$ cat src/source/tile_pkg.sv
// Tile package with widths, address map, opcodes and message types for the memory tile
package tile_pkg;

  localparam int ADDR_W = 32;
  localparam int DATA_W = 64;
  localparam int TAG_W  = 4;
  localparam int DEV_W  = 4;
  localparam int DID_W  = 8;
  localparam int CORD_W = 8;

  // Device ID sits in addr[23:20], register index in addr[5:3]
  localparam int DEV_LSB     = 20;
  localparam int REG_IDX_LSB = 3;
  localparam int REG_IDX_W   = 3;

  localparam logic [ADDR_W-1:0] DRAM_BASE   = 32'h8000_0000;
  localparam logic [DEV_W-1:0]  CFG_DEV     = 4'd1;
  localparam logic [DEV_W-1:0]  SCRATCH_DEV = 4'd2;

  typedef enum logic [1:0] {
    OP_READ  = 2'b00,
    OP_WRITE = 2'b01
  } mem_op_e;

  typedef enum logic [REG_IDX_W-1:0] {
    REG_FREEZE  = 3'd0,
    REG_SCRATCH = 3'd1,
    REG_DID     = 3'd2,
    REG_CORD    = 3'd3
  } cfg_reg_e;

  typedef struct packed {
    mem_op_e           op;
    logic [TAG_W-1:0]  tag;
    logic [ADDR_W-1:0] addr;
    logic [DATA_W-1:0] data;
  } mem_cmd_s;

  // Response keeps op, tag and addr of its command
  typedef struct packed {
    mem_op_e           op;
    logic [TAG_W-1:0]  tag;
    logic [ADDR_W-1:0] addr;
    logic [DATA_W-1:0] data;
  } mem_resp_s;

  typedef struct packed {
    logic cfg;
    logic scratch;
    logic loop;
  } dev_sel_s;

endpackage

$ cat src/source/msg_fifo.sv
// Two-entry ready/valid FIFO with registered storage, generic over the payload type
module msg_fifo
  import tile_pkg::*;
#(
  parameter type payload_t = mem_cmd_s
) (
  input  logic     clk_i,
  input  logic     rst_n_i,
  input  payload_t data_i,
  input  logic     v_i,
  output logic     ready_o,
  output payload_t data_o,
  output logic     v_o,
  input  logic     ready_i
);

  localparam int FIFO_DEPTH = 2;
  localparam int PTR_W      = $clog2(FIFO_DEPTH);
  localparam int CNT_W      = $clog2(FIFO_DEPTH + 1);

  payload_t         mem_q [FIFO_DEPTH];
  logic [PTR_W-1:0] wr_ptr_q;
  logic [PTR_W-1:0] rd_ptr_q;
  logic [CNT_W-1:0] count_q;
  logic             push;
  logic             pop;

  assign ready_o = (count_q != CNT_W'(FIFO_DEPTH));
  assign v_o     = (count_q != '0);
  assign data_o  = mem_q[rd_ptr_q];
  assign push    = v_i & ready_o;
  assign pop     = v_o & ready_i;

  always_ff @(posedge clk_i) begin
    if (push) begin
      mem_q[wr_ptr_q] <= data_i;
    end
  end

  // Pointers wrap naturally since depth is a power of two
  always_ff @(posedge clk_i or negedge rst_n_i) begin
    if (!rst_n_i) begin
      wr_ptr_q <= '0;
      rd_ptr_q <= '0;
      count_q  <= '0;
    end else begin
      if (push) wr_ptr_q <= wr_ptr_q + 1'b1;
      if (pop)  rd_ptr_q <= rd_ptr_q + 1'b1;
      if (push && !pop) count_q <= count_q + 1'b1;
      else if (pop && !push) count_q <= count_q - 1'b1;
    end
  end

endmodule

$ cat src/source/mem_cmd_router.sv
// Command router that decodes the address map and steers each command to one device
module mem_cmd_router
  import tile_pkg::*;
(
  input  mem_cmd_s cmd_i,
  input  logic     cmd_v_i,
  output logic     cmd_ready_o,
  output mem_cmd_s dev_cmd_o,
  output dev_sel_s dev_v_o,
  input  dev_sel_s dev_ready_i
);

  logic [DEV_W-1:0] dev_id;
  logic             is_local;
  logic             is_cfg;
  logic             is_scratch;
  logic             is_loop;
  logic             all_ready;
  logic             fire;

  assign dev_id   = cmd_i.addr[DEV_LSB +: DEV_W];
  assign is_local = (cmd_i.addr < DRAM_BASE);

  // DRAM space is always served by the scratch memory
  assign is_cfg     = is_local & (dev_id == CFG_DEV);
  assign is_scratch = ~is_local | (dev_id == SCRATCH_DEV);
  assign is_loop    = is_local & ~is_cfg & ~is_scratch;

  // Stall unless every device can take a command
  assign all_ready   = dev_ready_i.cfg & dev_ready_i.scratch & dev_ready_i.loop;
  assign cmd_ready_o = all_ready;
  assign fire        = cmd_v_i & all_ready;

  assign dev_v_o.cfg     = fire & is_cfg;
  assign dev_v_o.scratch = fire & is_scratch;
  assign dev_v_o.loop    = fire & is_loop;

  // Same payload goes to every device
  assign dev_cmd_o = cmd_i;

endmodule

$ cat src/source/cfg_regs.sv
// Configuration register device with freeze and scratch registers plus read-only identity
module cfg_regs
  import tile_pkg::*;
(
  input  logic              clk_i,
  input  logic              rst_n_i,
  input  logic [DID_W-1:0]  my_did_i,
  input  logic [CORD_W-1:0] my_cord_i,
  input  mem_cmd_s          cmd_i,
  input  logic              cmd_v_i,
  output logic              cmd_ready_o,
  output mem_resp_s         resp_o,
  output logic              resp_v_o,
  input  logic              resp_yumi_i
);

  logic              freeze_q;
  logic [DATA_W-1:0] scratch_q;
  mem_resp_s         resp_q;
  logic              resp_v_q;
  logic              accept;
  logic              is_write;
  cfg_reg_e          reg_idx;
  logic [DATA_W-1:0] rd_data;

  assign accept   = cmd_v_i & cmd_ready_o;
  assign is_write = (cmd_i.op == OP_WRITE);
  assign reg_idx  = cfg_reg_e'(cmd_i.addr[REG_IDX_LSB +: REG_IDX_W]);

  always_comb begin
    case (reg_idx)
      REG_FREEZE:  rd_data = DATA_W'(freeze_q);
      REG_SCRATCH: rd_data = scratch_q;
      REG_DID:     rd_data = DATA_W'(my_did_i);
      REG_CORD:    rd_data = DATA_W'(my_cord_i);
      default:     rd_data = '0;
    endcase
  end

  // Identity registers ignore writes
  always_ff @(posedge clk_i or negedge rst_n_i) begin
    if (!rst_n_i) begin
      freeze_q  <= 1'b1;
      scratch_q <= '0;
    end else if (accept && is_write) begin
      if (reg_idx == REG_FREEZE)  freeze_q  <= cmd_i.data[0];
      if (reg_idx == REG_SCRATCH) scratch_q <= cmd_i.data;
    end
  end

  always_ff @(posedge clk_i) begin
    if (accept) begin
      resp_q.op   <= cmd_i.op;
      resp_q.tag  <= cmd_i.tag;
      resp_q.addr <= cmd_i.addr;
      resp_q.data <= is_write ? cmd_i.data : rd_data;
    end
  end

  always_ff @(posedge clk_i or negedge rst_n_i) begin
    if (!rst_n_i) begin
      resp_v_q <= 1'b0;
    end else if (accept) begin
      resp_v_q <= 1'b1;
    end else if (resp_yumi_i) begin
      resp_v_q <= 1'b0;
    end
  end

  assign cmd_ready_o = ~resp_v_q;
  assign resp_o      = resp_q;
  assign resp_v_o    = resp_v_q;

endmodule

$ cat src/source/scratch_mem.sv
// Word-addressed scratch memory device standing in for the L2 cache
module scratch_mem
  import tile_pkg::*;
#(
  parameter int MEM_WORDS = 16
) (
  input  logic      clk_i,
  input  logic      rst_n_i,
  input  mem_cmd_s  cmd_i,
  input  logic      cmd_v_i,
  output logic      cmd_ready_o,
  output mem_resp_s resp_o,
  output logic      resp_v_o,
  input  logic      resp_yumi_i
);

  localparam int IDX_W = $clog2(MEM_WORDS);

  logic [DATA_W-1:0] mem_q [MEM_WORDS];
  mem_resp_s         resp_q;
  logic              resp_v_q;
  logic              accept;
  logic              is_write;
  logic [IDX_W-1:0]  word_idx;

  assign accept   = cmd_v_i & cmd_ready_o;
  assign is_write = (cmd_i.op == OP_WRITE);

  // 8-byte words with the upper address bits aliased
  assign word_idx = cmd_i.addr[3 +: IDX_W];

  always_ff @(posedge clk_i) begin
    if (accept && is_write) begin
      mem_q[word_idx] <= cmd_i.data;
    end
  end

  // Write responses echo the stored data
  always_ff @(posedge clk_i) begin
    if (accept) begin
      resp_q.op   <= cmd_i.op;
      resp_q.tag  <= cmd_i.tag;
      resp_q.addr <= cmd_i.addr;
      resp_q.data <= is_write ? cmd_i.data : mem_q[word_idx];
    end
  end

  always_ff @(posedge clk_i or negedge rst_n_i) begin
    if (!rst_n_i) begin
      resp_v_q <= 1'b0;
    end else if (accept) begin
      resp_v_q <= 1'b1;
    end else if (resp_yumi_i) begin
      resp_v_q <= 1'b0;
    end
  end

  assign cmd_ready_o = ~resp_v_q;
  assign resp_o      = resp_q;
  assign resp_v_o    = resp_v_q;

endmodule

$ cat src/source/loopback_dev.sv
// Loopback device answering unmapped local addresses with zero reads and echoed writes
module loopback_dev
  import tile_pkg::*;
(
  input  logic      clk_i,
  input  logic      rst_n_i,
  input  mem_cmd_s  cmd_i,
  input  logic      cmd_v_i,
  output logic      cmd_ready_o,
  output mem_resp_s resp_o,
  output logic      resp_v_o,
  input  logic      resp_yumi_i
);

  mem_resp_s resp_q;
  logic      resp_v_q;
  logic      accept;

  assign accept = cmd_v_i & cmd_ready_o;

  always_ff @(posedge clk_i) begin
    if (accept) begin
      resp_q.op   <= cmd_i.op;
      resp_q.tag  <= cmd_i.tag;
      resp_q.addr <= cmd_i.addr;
      resp_q.data <= (cmd_i.op == OP_WRITE) ? cmd_i.data : '0;
    end
  end

  always_ff @(posedge clk_i or negedge rst_n_i) begin
    if (!rst_n_i) begin
      resp_v_q <= 1'b0;
    end else if (accept) begin
      resp_v_q <= 1'b1;
    end else if (resp_yumi_i) begin
      resp_v_q <= 1'b0;
    end
  end

  assign cmd_ready_o = ~resp_v_q;
  assign resp_o      = resp_q;
  assign resp_v_o    = resp_v_q;

endmodule

$ cat src/source/resp_arbiter.sv
// Fixed-priority response arbiter merging cache, cfg and loopback responses
module resp_arbiter
  import tile_pkg::*;
(
  input  mem_resp_s cache_resp_i,
  input  mem_resp_s cfg_resp_i,
  input  mem_resp_s loop_resp_i,
  input  dev_sel_s  valid_i,
  output dev_sel_s  yumi_o,
  output mem_resp_s resp_o,
  output logic      resp_v_o,
  input  logic      resp_ready_i
);

  dev_sel_s grant;

  // Cache first, then cfg, loopback last
  always_comb begin
    grant         = '0;
    grant.scratch = valid_i.scratch;
    grant.cfg     = valid_i.cfg & ~valid_i.scratch;
    grant.loop    = valid_i.loop & ~valid_i.cfg & ~valid_i.scratch;
  end

  always_comb begin
    if (grant.scratch) begin
      resp_o = cache_resp_i;
    end else if (grant.cfg) begin
      resp_o = cfg_resp_i;
    end else begin
      resp_o = loop_resp_i;
    end
  end

  assign resp_v_o = valid_i.cfg | valid_i.scratch | valid_i.loop;

  // Yumi only on an actual transfer
  assign yumi_o.scratch = grant.scratch & resp_ready_i;
  assign yumi_o.cfg     = grant.cfg & resp_ready_i;
  assign yumi_o.loop    = grant.loop & resp_ready_i;

endmodule

$ cat src/source/mem_tile.sv
// Memory-side tile endpoint connecting command buffer, router, devices, arbiter and response buffer
module mem_tile
  import tile_pkg::*;
#(
  parameter int MEM_WORDS = 16
) (
  input  logic              clk_i,
  input  logic              rst_n_i,
  input  logic [DID_W-1:0]  my_did_i,
  input  logic [CORD_W-1:0] my_cord_i,
  input  mem_cmd_s          cmd_i,
  input  logic              cmd_v_i,
  output logic              cmd_ready_o,
  output mem_resp_s         resp_o,
  output logic              resp_v_o,
  input  logic              resp_ready_i
);

  mem_cmd_s  fifo_cmd;
  logic      fifo_cmd_v;
  logic      fifo_cmd_ready;
  mem_cmd_s  dev_cmd;
  dev_sel_s  dev_v;
  dev_sel_s  dev_ready;
  logic      cfg_ready, scratch_ready, loop_ready;
  mem_resp_s cfg_resp, scratch_resp, loop_resp;
  logic      cfg_resp_v, scratch_resp_v, loop_resp_v;
  dev_sel_s  resp_v;
  dev_sel_s  resp_yumi;
  mem_resp_s arb_resp;
  logic      arb_resp_v;
  logic      arb_resp_ready;

  assign dev_ready = '{cfg: cfg_ready, scratch: scratch_ready, loop: loop_ready};
  assign resp_v    = '{cfg: cfg_resp_v, scratch: scratch_resp_v, loop: loop_resp_v};

  msg_fifo #(.payload_t(mem_cmd_s)) cmd_fifo (
    .clk_i(clk_i), .rst_n_i(rst_n_i),
    .data_i(cmd_i), .v_i(cmd_v_i), .ready_o(cmd_ready_o),
    .data_o(fifo_cmd), .v_o(fifo_cmd_v), .ready_i(fifo_cmd_ready)
  );

  mem_cmd_router router (
    .cmd_i(fifo_cmd), .cmd_v_i(fifo_cmd_v), .cmd_ready_o(fifo_cmd_ready),
    .dev_cmd_o(dev_cmd), .dev_v_o(dev_v), .dev_ready_i(dev_ready)
  );

  cfg_regs cfg (
    .clk_i(clk_i), .rst_n_i(rst_n_i), .my_did_i(my_did_i), .my_cord_i(my_cord_i),
    .cmd_i(dev_cmd), .cmd_v_i(dev_v.cfg), .cmd_ready_o(cfg_ready),
    .resp_o(cfg_resp), .resp_v_o(cfg_resp_v), .resp_yumi_i(resp_yumi.cfg)
  );

  scratch_mem #(.MEM_WORDS(MEM_WORDS)) scratch (
    .clk_i(clk_i), .rst_n_i(rst_n_i),
    .cmd_i(dev_cmd), .cmd_v_i(dev_v.scratch), .cmd_ready_o(scratch_ready),
    .resp_o(scratch_resp), .resp_v_o(scratch_resp_v), .resp_yumi_i(resp_yumi.scratch)
  );

  loopback_dev loopback (
    .clk_i(clk_i), .rst_n_i(rst_n_i),
    .cmd_i(dev_cmd), .cmd_v_i(dev_v.loop), .cmd_ready_o(loop_ready),
    .resp_o(loop_resp), .resp_v_o(loop_resp_v), .resp_yumi_i(resp_yumi.loop)
  );

  resp_arbiter arbiter (
    .cache_resp_i(scratch_resp), .cfg_resp_i(cfg_resp), .loop_resp_i(loop_resp),
    .valid_i(resp_v), .yumi_o(resp_yumi),
    .resp_o(arb_resp), .resp_v_o(arb_resp_v), .resp_ready_i(arb_resp_ready)
  );

  msg_fifo #(.payload_t(mem_resp_s)) resp_fifo (
    .clk_i(clk_i), .rst_n_i(rst_n_i),
    .data_i(arb_resp), .v_i(arb_resp_v), .ready_o(arb_resp_ready),
    .data_o(resp_o), .v_o(resp_v_o), .ready_i(resp_ready_i)
  );

endmodule

$ cat config.mk
export PLATFORM = sky130hd
export DESIGN_NAME = mem_tile
export DESIGN_NICKNAME = d
export VERILOG_FILES = /design/src/source/tile_pkg.sv /design/src/source/msg_fifo.sv /design/src/source/mem_cmd_router.sv /design/src/source/cfg_regs.sv /design/src/source/scratch_mem.sv /design/src/source/loopback_dev.sv /design/src/source/resp_arbiter.sv /design/src/source/mem_tile.sv
export SDC_FILE = /design/constraint.sdc
export NUM_CORES = 2
export LEC_CHECK = 0
export BUFFER_PORTS_ARGS = -buffer_cell sky130_fd_sc_hd__buf_2
export CAP_MARGIN = 20
export CORE_UTILIZATION = 56
export DETAILED_ROUTE_END_ITERATION = 16
export PLACE_DENSITY = 0.84
export REMOVE_ABC_BUFFERS = 1
export SLEW_MARGIN = 20
export SYNTH_ARGS = -nofsm -noshare
export SYNTH_HDL_FRONTEND = slang
export SYNTH_SLANG_ARGS = --single-unit
$ cat constraint.sdc
create_clock -name clk_i -period 11.86 [get_ports clk_i]
set_input_delay 2.965 -clock clk_i [delete_from_list [all_inputs] [get_ports clk_i]]
set_output_delay 2.965 -clock clk_i [all_outputs]
set_load 0.01 [all_outputs]
# [Word level (Yosys, flattened, before mapping)]
# Memories as Yosys holds them, arrays and structs flattened. A register that Yosys moved wholly into a read port is not among the register bits.
# Index checks and enable logic that the tools add are counted.
# Widths: inputs -> output; s select.
[op_classes] n_shift=0 bitwise=30 multipliers=0 n_div=0 n_addsub=8 eq_ne=8 n_lt_le_gt_ge=1 reduce_logical=20 n_mux=20
[ops] operator="$pmux 64 s4" n=1
[ops] operator="$mux 102" n=2
[ops] operator="$mux 64" n=1
[ops] operator="$lt 32x32->1 const B" n=1
[ops] operator="$and 1x1->1" n=21
[ops] operator="$reduce_bool 2->1" n=7
[ops] operator="$mux 1" n=12
[ops] operator="$mux 2" n=4
[ops] operator="$eq 3x2->1 const B" n=2
[ops] operator="$logic_and 1x1->1" n=6
[ops] operator="$not 1->1" n=6
[ops] operator="$add 1x1->1 const B" n=4
[ops] operator="$add 2x1->2 const B" n=2
[ops] operator="$eq 4x1->1 const B" n=1
[ops] operator="$eq 4x2->1 const B" n=1
[ops] operator="$logic_not 1->1" n=4
[ops] operator="$ne 2x2->1 const B" n=2
[ops] operator="$reduce_and 2->1" n=2
[ops] operator="$sub 2x1->2 const B" n=2
[ops] operator="$eq 3x1->1 const B" n=1
[ops] operator="$logic_not 3->1" n=1
[ops] operator="$or 1x1->1" n=3
[ops] operator="$eq 2x1->1 const B" n=1
[totals] regBits=318 rom_bits=0 in_bits=122 mem_count=3 ramBits=1432 latch_bits=0
[mem_list] name="scratch.mem_q" depth=16 width=64 rd=1 rd_clocked_by_memory_dff=1 wr=1 line_no="scratch_mem.sv:19" source="logic [DATA_W-1:0] mem_q [MEM_WORDS];"
[mem_list] name="cmd_fifo.mem_q" depth=2 width=102 rd=1 rd_clocked_by_memory_dff=0 wr=1 line_no="msg_fifo.sv:21" source="payload_t mem_q [FIFO_DEPTH];"
[mem_list] name="resp_fifo.mem_q" depth=2 width=102 rd=1 rd_clocked_by_memory_dff=0 wr=1 line_no="msg_fifo.sv:21"

# [Longest topological paths before layout]
[logic_depth] word_depth=9 ltp_mapped=11

# [Hierarchy]
# Synthesis repeated with hierarchy kept, for this count alone.
[hier_totals] hier_cells=4012 area_unflattened_um2=71742.6
[by_module_without_submodules] mod="scratch_mem" seq_area_each_um2=33837.5 cells_each=2235 n_inst=1 area_each_um2=43063.8
[by_module_without_submodules] mod="msg_fifo" seq_area_each_um2=6226.0 cells_each=335 n_inst=2 area_each_um2=7569.8
[by_module_without_submodules] mod="cfg_regs" seq_area_each_um2=4715.8 cells_each=470 n_inst=1 area_each_um2=6871.6
[by_module_without_submodules] mod="loopback_dev" seq_area_each_um2=3088.0 cells_each=178 n_inst=1 area_each_um2=3598.5
[by_module_without_submodules] mod="resp_arbiter" seq_area_each_um2=0.0 cells_each=347 n_inst=1 area_each_um2=2237.1
[by_module_without_submodules] mod="mem_cmd_router" seq_area_each_um2=0.0 cells_each=112 n_inst=1 area_each_um2=832.0

# [Least setup slack after synthesis]
# No wires, ideal clock.
[synth_path] path_type="reg2reg" startpoint="register cmd_fifo.rd_ptr_q" endpoint="memory scratch.mem_q[20][0] (netlist: scratch.mem_q[10][0]) (enable)" arrival_time_ns=11.014 synth_period_minus_slack_ns=11.578 path_stages_with_launch=10 setup_slack_ns=0.282 cell_sequence="dfrtp_1 buf_4 buf_2 nor3b_1 o22ai_1 a21oi_1 nand2b_1 clkbuf_1 clkbuf_1 nor3_1"
[synth_between] elab_chain_cells=9 word_cells_on_any_way=11
[synth_lines] element="start: declaration" line_no="msg_fifo.sv:23" source="logic [PTR_W-1:0] rd_ptr_q;"
[synth_lines] element="start signal: assignment" line_no="msg_fifo.sv:48" source="if (pop) rd_ptr_q <= rd_ptr_q + 1'b1;"
[synth_lines] element="$mem_v2 2x102 *"
[synth_lines] element="$lt 32x32->1" line_no="mem_cmd_router.sv:22" source="assign is_local = (cmd_i.addr < DRAM_BASE);"
[synth_lines] element="$not 1->1" line_no="mem_cmd_router.sv:26" source="assign is_scratch = ~is_local | (dev_id == SCRATCH_DEV);"
[synth_lines] element="$or 1x1->1 *" line_no="mem_cmd_router.sv:26"
[synth_lines] element="$and 1x1->1 *" line_no="mem_cmd_router.sv:35" source="assign dev_v_o.scratch = fire & is_scratch;"
[synth_lines] element="$and 1x1->1 *" line_no="scratch_mem.sv:26" source="assign accept = cmd_v_i & cmd_ready_o;"
[synth_lines] element="via scratch.accept" line_no="scratch_mem.sv:22" source="logic accept;"
[synth_lines] element="$logic_and 1x1->1 *" line_no="scratch_mem.sv:33" source="if (accept && is_write) begin"
[synth_lines] element="$mux 1 *" line_no="scratch_mem.sv:33"
[synth_lines] element="$mux 1 (implied by the code) *" line_no="scratch_mem.sv:34" source="mem_q[word_idx] <= cmd_i.data;"
[synth_lines] element="end: declaration" line_no="scratch_mem.sv:19"
# Mark *: on every way through the listed nets, which the timed path passes. The rest lies on a longest branch.

==> results list <==
- The run finished with clean final reports.
- The floorplan has 131 rows.
* Total number of H-tree levels: 4
- Share of synthesized area spent on multiplexers: under 10%
- Worst Setup Path Type: flip-flop to output pin
- Synth Area in Simple Gates: about 1.4%
- Max Root-Sink Buffers: 3
* Area growth from synthesis to final layout: 11.6%
- The worst register-to-register path begins at cmd_fifo.rd_ptr_q$_DFFE_PN0P_.
- Global routing consumed, over all layers together, between 20% and 30% of the routing resources.
* Power, Total: around 0.020 W
- Per-cell via count in the routed design: 6.70
- Peak VDD IR: 0.000175 V
- Maximum clock rate: between 150 and 200 MHz
* Violation count after the first detailed-route iteration: 5732
* Area inside the core boundary: approximately 0.13 mm²
- Count of pins on the block boundary: 226
* CTS clock-pin slew for the worst setup and hold paths: around 60 ps
- TritonCTS clock tree: built
- Yosys mapped the design onto 50 distinct sky130hd cell types.
- The via count of the first global-routing pass is around 44000.
- Largest family of logic cells by synthesized area: compound AO/OA/AOI/OAI gates
- The smallest clock period supported by the final layout is computed as between 6000 and 7000 ps.
- After the flow finishes, the layout carries non-filler instances totaling between 6000 and 7000.
- Most frequently used cell type in the post-synthesis netlist: edfxtp_1
* Final-report max-slew violation count: 0
- P_leak: about 27 nW
- R2R Path End: scratch.mem_q[6][23]$_DFFE_PP_
* Top cells by count, synth: 1738 x edfxtp_1, 708 x o21a_1, 357 x o21ai_0
* Drt wl/cell: 28.3 µm
- In the post-synthesis netlist, the biggest area contributors are edfxtp_1 72%, o21a_1 7.4%, mux2_2 3.8%.
- Sequential cell area: 0.0541 mm²
* Share of synthesized area occupied by flip-flops and latches: around three quarters
* TritonCTS sink count: ~1800
* Element type at the critical path start: flip-flop
* Share of the synthesized area in the top cell type: 72.3%
- Largest net degree at the start of global routing: between 100 and 150
- Fin crit share: around half
- The first global-routing pass estimated between 200 and 300 mm of wire.
* Synth Area in Compound Gates: 14.8%
- Buffers placed on the I/O ports in this run total 225.
- Overall die area: 0.130 mm²
* Area of the multi-input gates: roughly 0.017 mm²
- Total via count after detailed routing: 42539
- For the pin with the worst max-slew slack, the measured transition is 1220 ps.
* Depth of the most critical reg-to-reg path: 6
* Crit-path max FO: 53
- PD cells: roughly 240 mW/mm²
* Number of enable-type register cells in the synthesized netlist: approximately 1700
- The tool flagged a number of max-cap violations equal to 0.
- The tightest min-delay check is of the flip-flop to flip-flop type.
* Synthesized cell area: between 0.07 and 0.08 mm²
* Min-delay src: cfg.freeze_q$_DFFE_PN1P_
- The first TritonRoute pass finished after 6 iterations.
- GR Overflow Total: 0
- Post-Syn Area per Cell: roughly 16 µm²
- Main flop type after synthesis: edfxtp_1
- Number of placed instances with taps included: 6022
- The layout has roughly 8200 filler cells.
- In this run, post-CTS repair resized a total of 0 instances.
- Capture endpoint of the worst hold path: cfg.freeze_q$_DFFE_PN1P_
* Worst endpoint required time: approximately 8900 ps
* Initial cell density of the core: 56.5%
* Cts-stage hold buffer count: 0
- The die is between 300 and 400 µm tall.
* Die width: 361 µm
- In this run the remaining antenna-violating nets after routing total 0.
- Fraction of the mapped netlist area in adder cells: 0.0347%
- Proportion of layout cells with a drive suffix above 1: a little under a fifth
- Setup repair after global routing left no endpoint under its margin.
- Layout Skew: about 26 ps
- Critical Path End Type: output pin
- Wire length after detailed routing: between 150 and 200 mm
- # setup viols final: 0
- Clock root buffer: clkbuf_16
* Hold depth: 2
- The cell count after synthesis came out at 4382.
- Final RePlAce weighted congestion: ~0.80
- Count of yosys warnings during synthesis: 0
- Number of nets at the end of the flow: around 4700
* Final count of hold timing violations: 0
- The worst pin sits at a relative slew slack of 19.0%.
- Of all cell types, the one taking the most synthesized area is edfxtp_1.
* Post-synthesis sequential element count: ~1800
- Xor-xnor portion of the synthesized cell area: less than 1%
- The later pin in the worst-skew pair is clocked with a latency of ~820 ps.
- Once the clock tree was built, the setup fixing pass inserted 0 buffers.
- The initial antenna violation count is 10.
* Detailed-placement wirelength estimate: around 95 mm
* Number of CTS-inserted buffers: 172
- Final routed DRC violation total: 0
- FFs w/ async S/R, synth: under 10%
- Critical path arrival: ~3200 ps
- For flop-to-flop paths, the worst setup slack is between 6000 and 7000 ps.
- For the final routed database, the setup TNS stands at 0 ps.
==> area by class of cell <==
class                   count  area share (%)
flip-flops and latches   1814            67.2
multi-input cells        2159            20.8
clock buffers             221            5.68
well taps                1662            2.58
repair buffers            315            2.29
clock inverters            98            1.14
inverters                  72           0.339
diodes                      7          0.0217
==> worst max-delay path by stage <==
| stage | startpoint | to | cells after the start | slack [ps] |
|---|---|---|---|---|
| floorplan | cmd_fifo.rd_ptr_q$_DFFE_PN0P_ | scratch.mem_q[9][0]$_DFFE_PP_ | 3 | -12060 |
| global placement | resp_fifo.rd_ptr_q$_DFFE_PN0P_ | resp_o[32] | 3 | 6630 |
| detailed placement | resp_fifo.rd_ptr_q$_DFFE_PN0P_ | resp_o[83] | 3 | 6540 |
| CTS | resp_fifo.rd_ptr_q$_DFFE_PN0P_ | resp_o[83] | 3 | 5650 |
| global route | resp_fifo.rd_ptr_q$_DFFE_PN0P_ | resp_o[83] | 3 | 5550 |
| finish | resp_fifo.rd_ptr_q$_DFFE_PN0P_ | resp_o[33] | 3 | 5740 |
==> cells in the final DEF, fill, tap and decap left out, drive strengths merged, types with 2 or more instances in the layout <==
cell type / Yosys / layout
o2111ai: 64 / 64
o22ai: 11 / 11
xnor2: 6 / 6
o32a: 2 / 2
inv: 72 / 83
ha: 2 / 2
a222oi: 7 / 7
a41o: 63 / 63
buf: 66 / 315
nor2b: 2 / 2
nor3: 21 / 21
nor3b: 6 / 6
clkinvlp: 0 / 8
and3: 2 / 2
and3b: 4 / 4
or2: 4 / 4
clkinv: 0 / 67
or4: 2 / 2
o41ai: 129 / 129
a21o: 57 / 57
o21ai: 358 / 358
nand2b: 6 / 6
dfrtp: 75 / 75
mux2: 264 / 264
a2bb2oi: 2 / 2
edfxtp: 1738 / 1738
nor2: 79 / 79
clkbuf: 271 / 221
bufinv: 0 / 12
a21oi: 3 / 3
xor2: 6 / 6
a2111oi: 64 / 64
nand2: 110 / 110
diode: 0 / 7
mux2i: 168 / 168
o21a: 708 / 708
==> cell families after synthesis <==
family,count (synthesis)
flip-flops,1814
AO/OA/AOI/OAI,1475
multiplexers,432
buffers and inverters,409
AND/OR/NAND/NOR,238
XOR/XNOR,12
adder cells (fa/ha/maj),2
==> worst max-delay path, stage by stage, from the launching register on <==
cell     delay (ps)
dfrtp_4        1020
buf_4           720
mux2_2          410
buf_2           140
==> registers in the layout (all words and copies together), names as in the netlist <==
| signal | flops |
|---|---|
| resp_fifo.wr_ptr_q | 1 |
| loopback.resp_o | 102 |
| cmd_fifo.rd_ptr_q | 1 |
| cfg.resp_v_o | 1 |
| resp_fifo.count_q | 2 |
| scratch.mem_q | 1024 |
| loopback.resp_v_o | 1 |
| cmd_fifo.wr_ptr_q | 1 |
| cfg.resp_o | 102 |
| resp_fifo.rd_ptr_q | 1 |
| cmd_fifo.mem_q | 204 |
| cmd_fifo.count_q | 2 |
| scratch.resp_v_o | 1 |
| cfg.freeze_q | 1 |
| cfg.scratch_q | 64 |
| resp_fifo.mem_q | 204 |
| scratch.resp_o | 102 |
==> metrics by stage <==
step | cell area, µm² | setup slack, ps | hold WS (ps) | util (%)
floorplan | 70800 | -12060 | 448 | -
global placement | 75000 | 6630 | 465 | 58.8
detailed placement | 75000 | 6540 | 476 | 58.8
CTS | 80500 | 5650 | 488 | 63.1
global route | 80500 | 5550 | 508 | 63.1
finish | 80500 | 5740 | 489 | 63.1
==> power breakdown <==
group          switching, W  internal [W]  leakage, nW
sequential         0.000360       0.00885         16.9
combinational       0.00350       0.00160         7.18
clock               0.00237       0.00301         2.69
==> metal layers <==
layer / routed length, µm / GRT usage (%)
met5: 46 / 0
met4: 7580 / 12.2
met3: 19400 / 6.12
met2: 88700 / 45.3
met1: 63700 / 34.2
No activity file was read; power rests on OpenSTA's default activity.
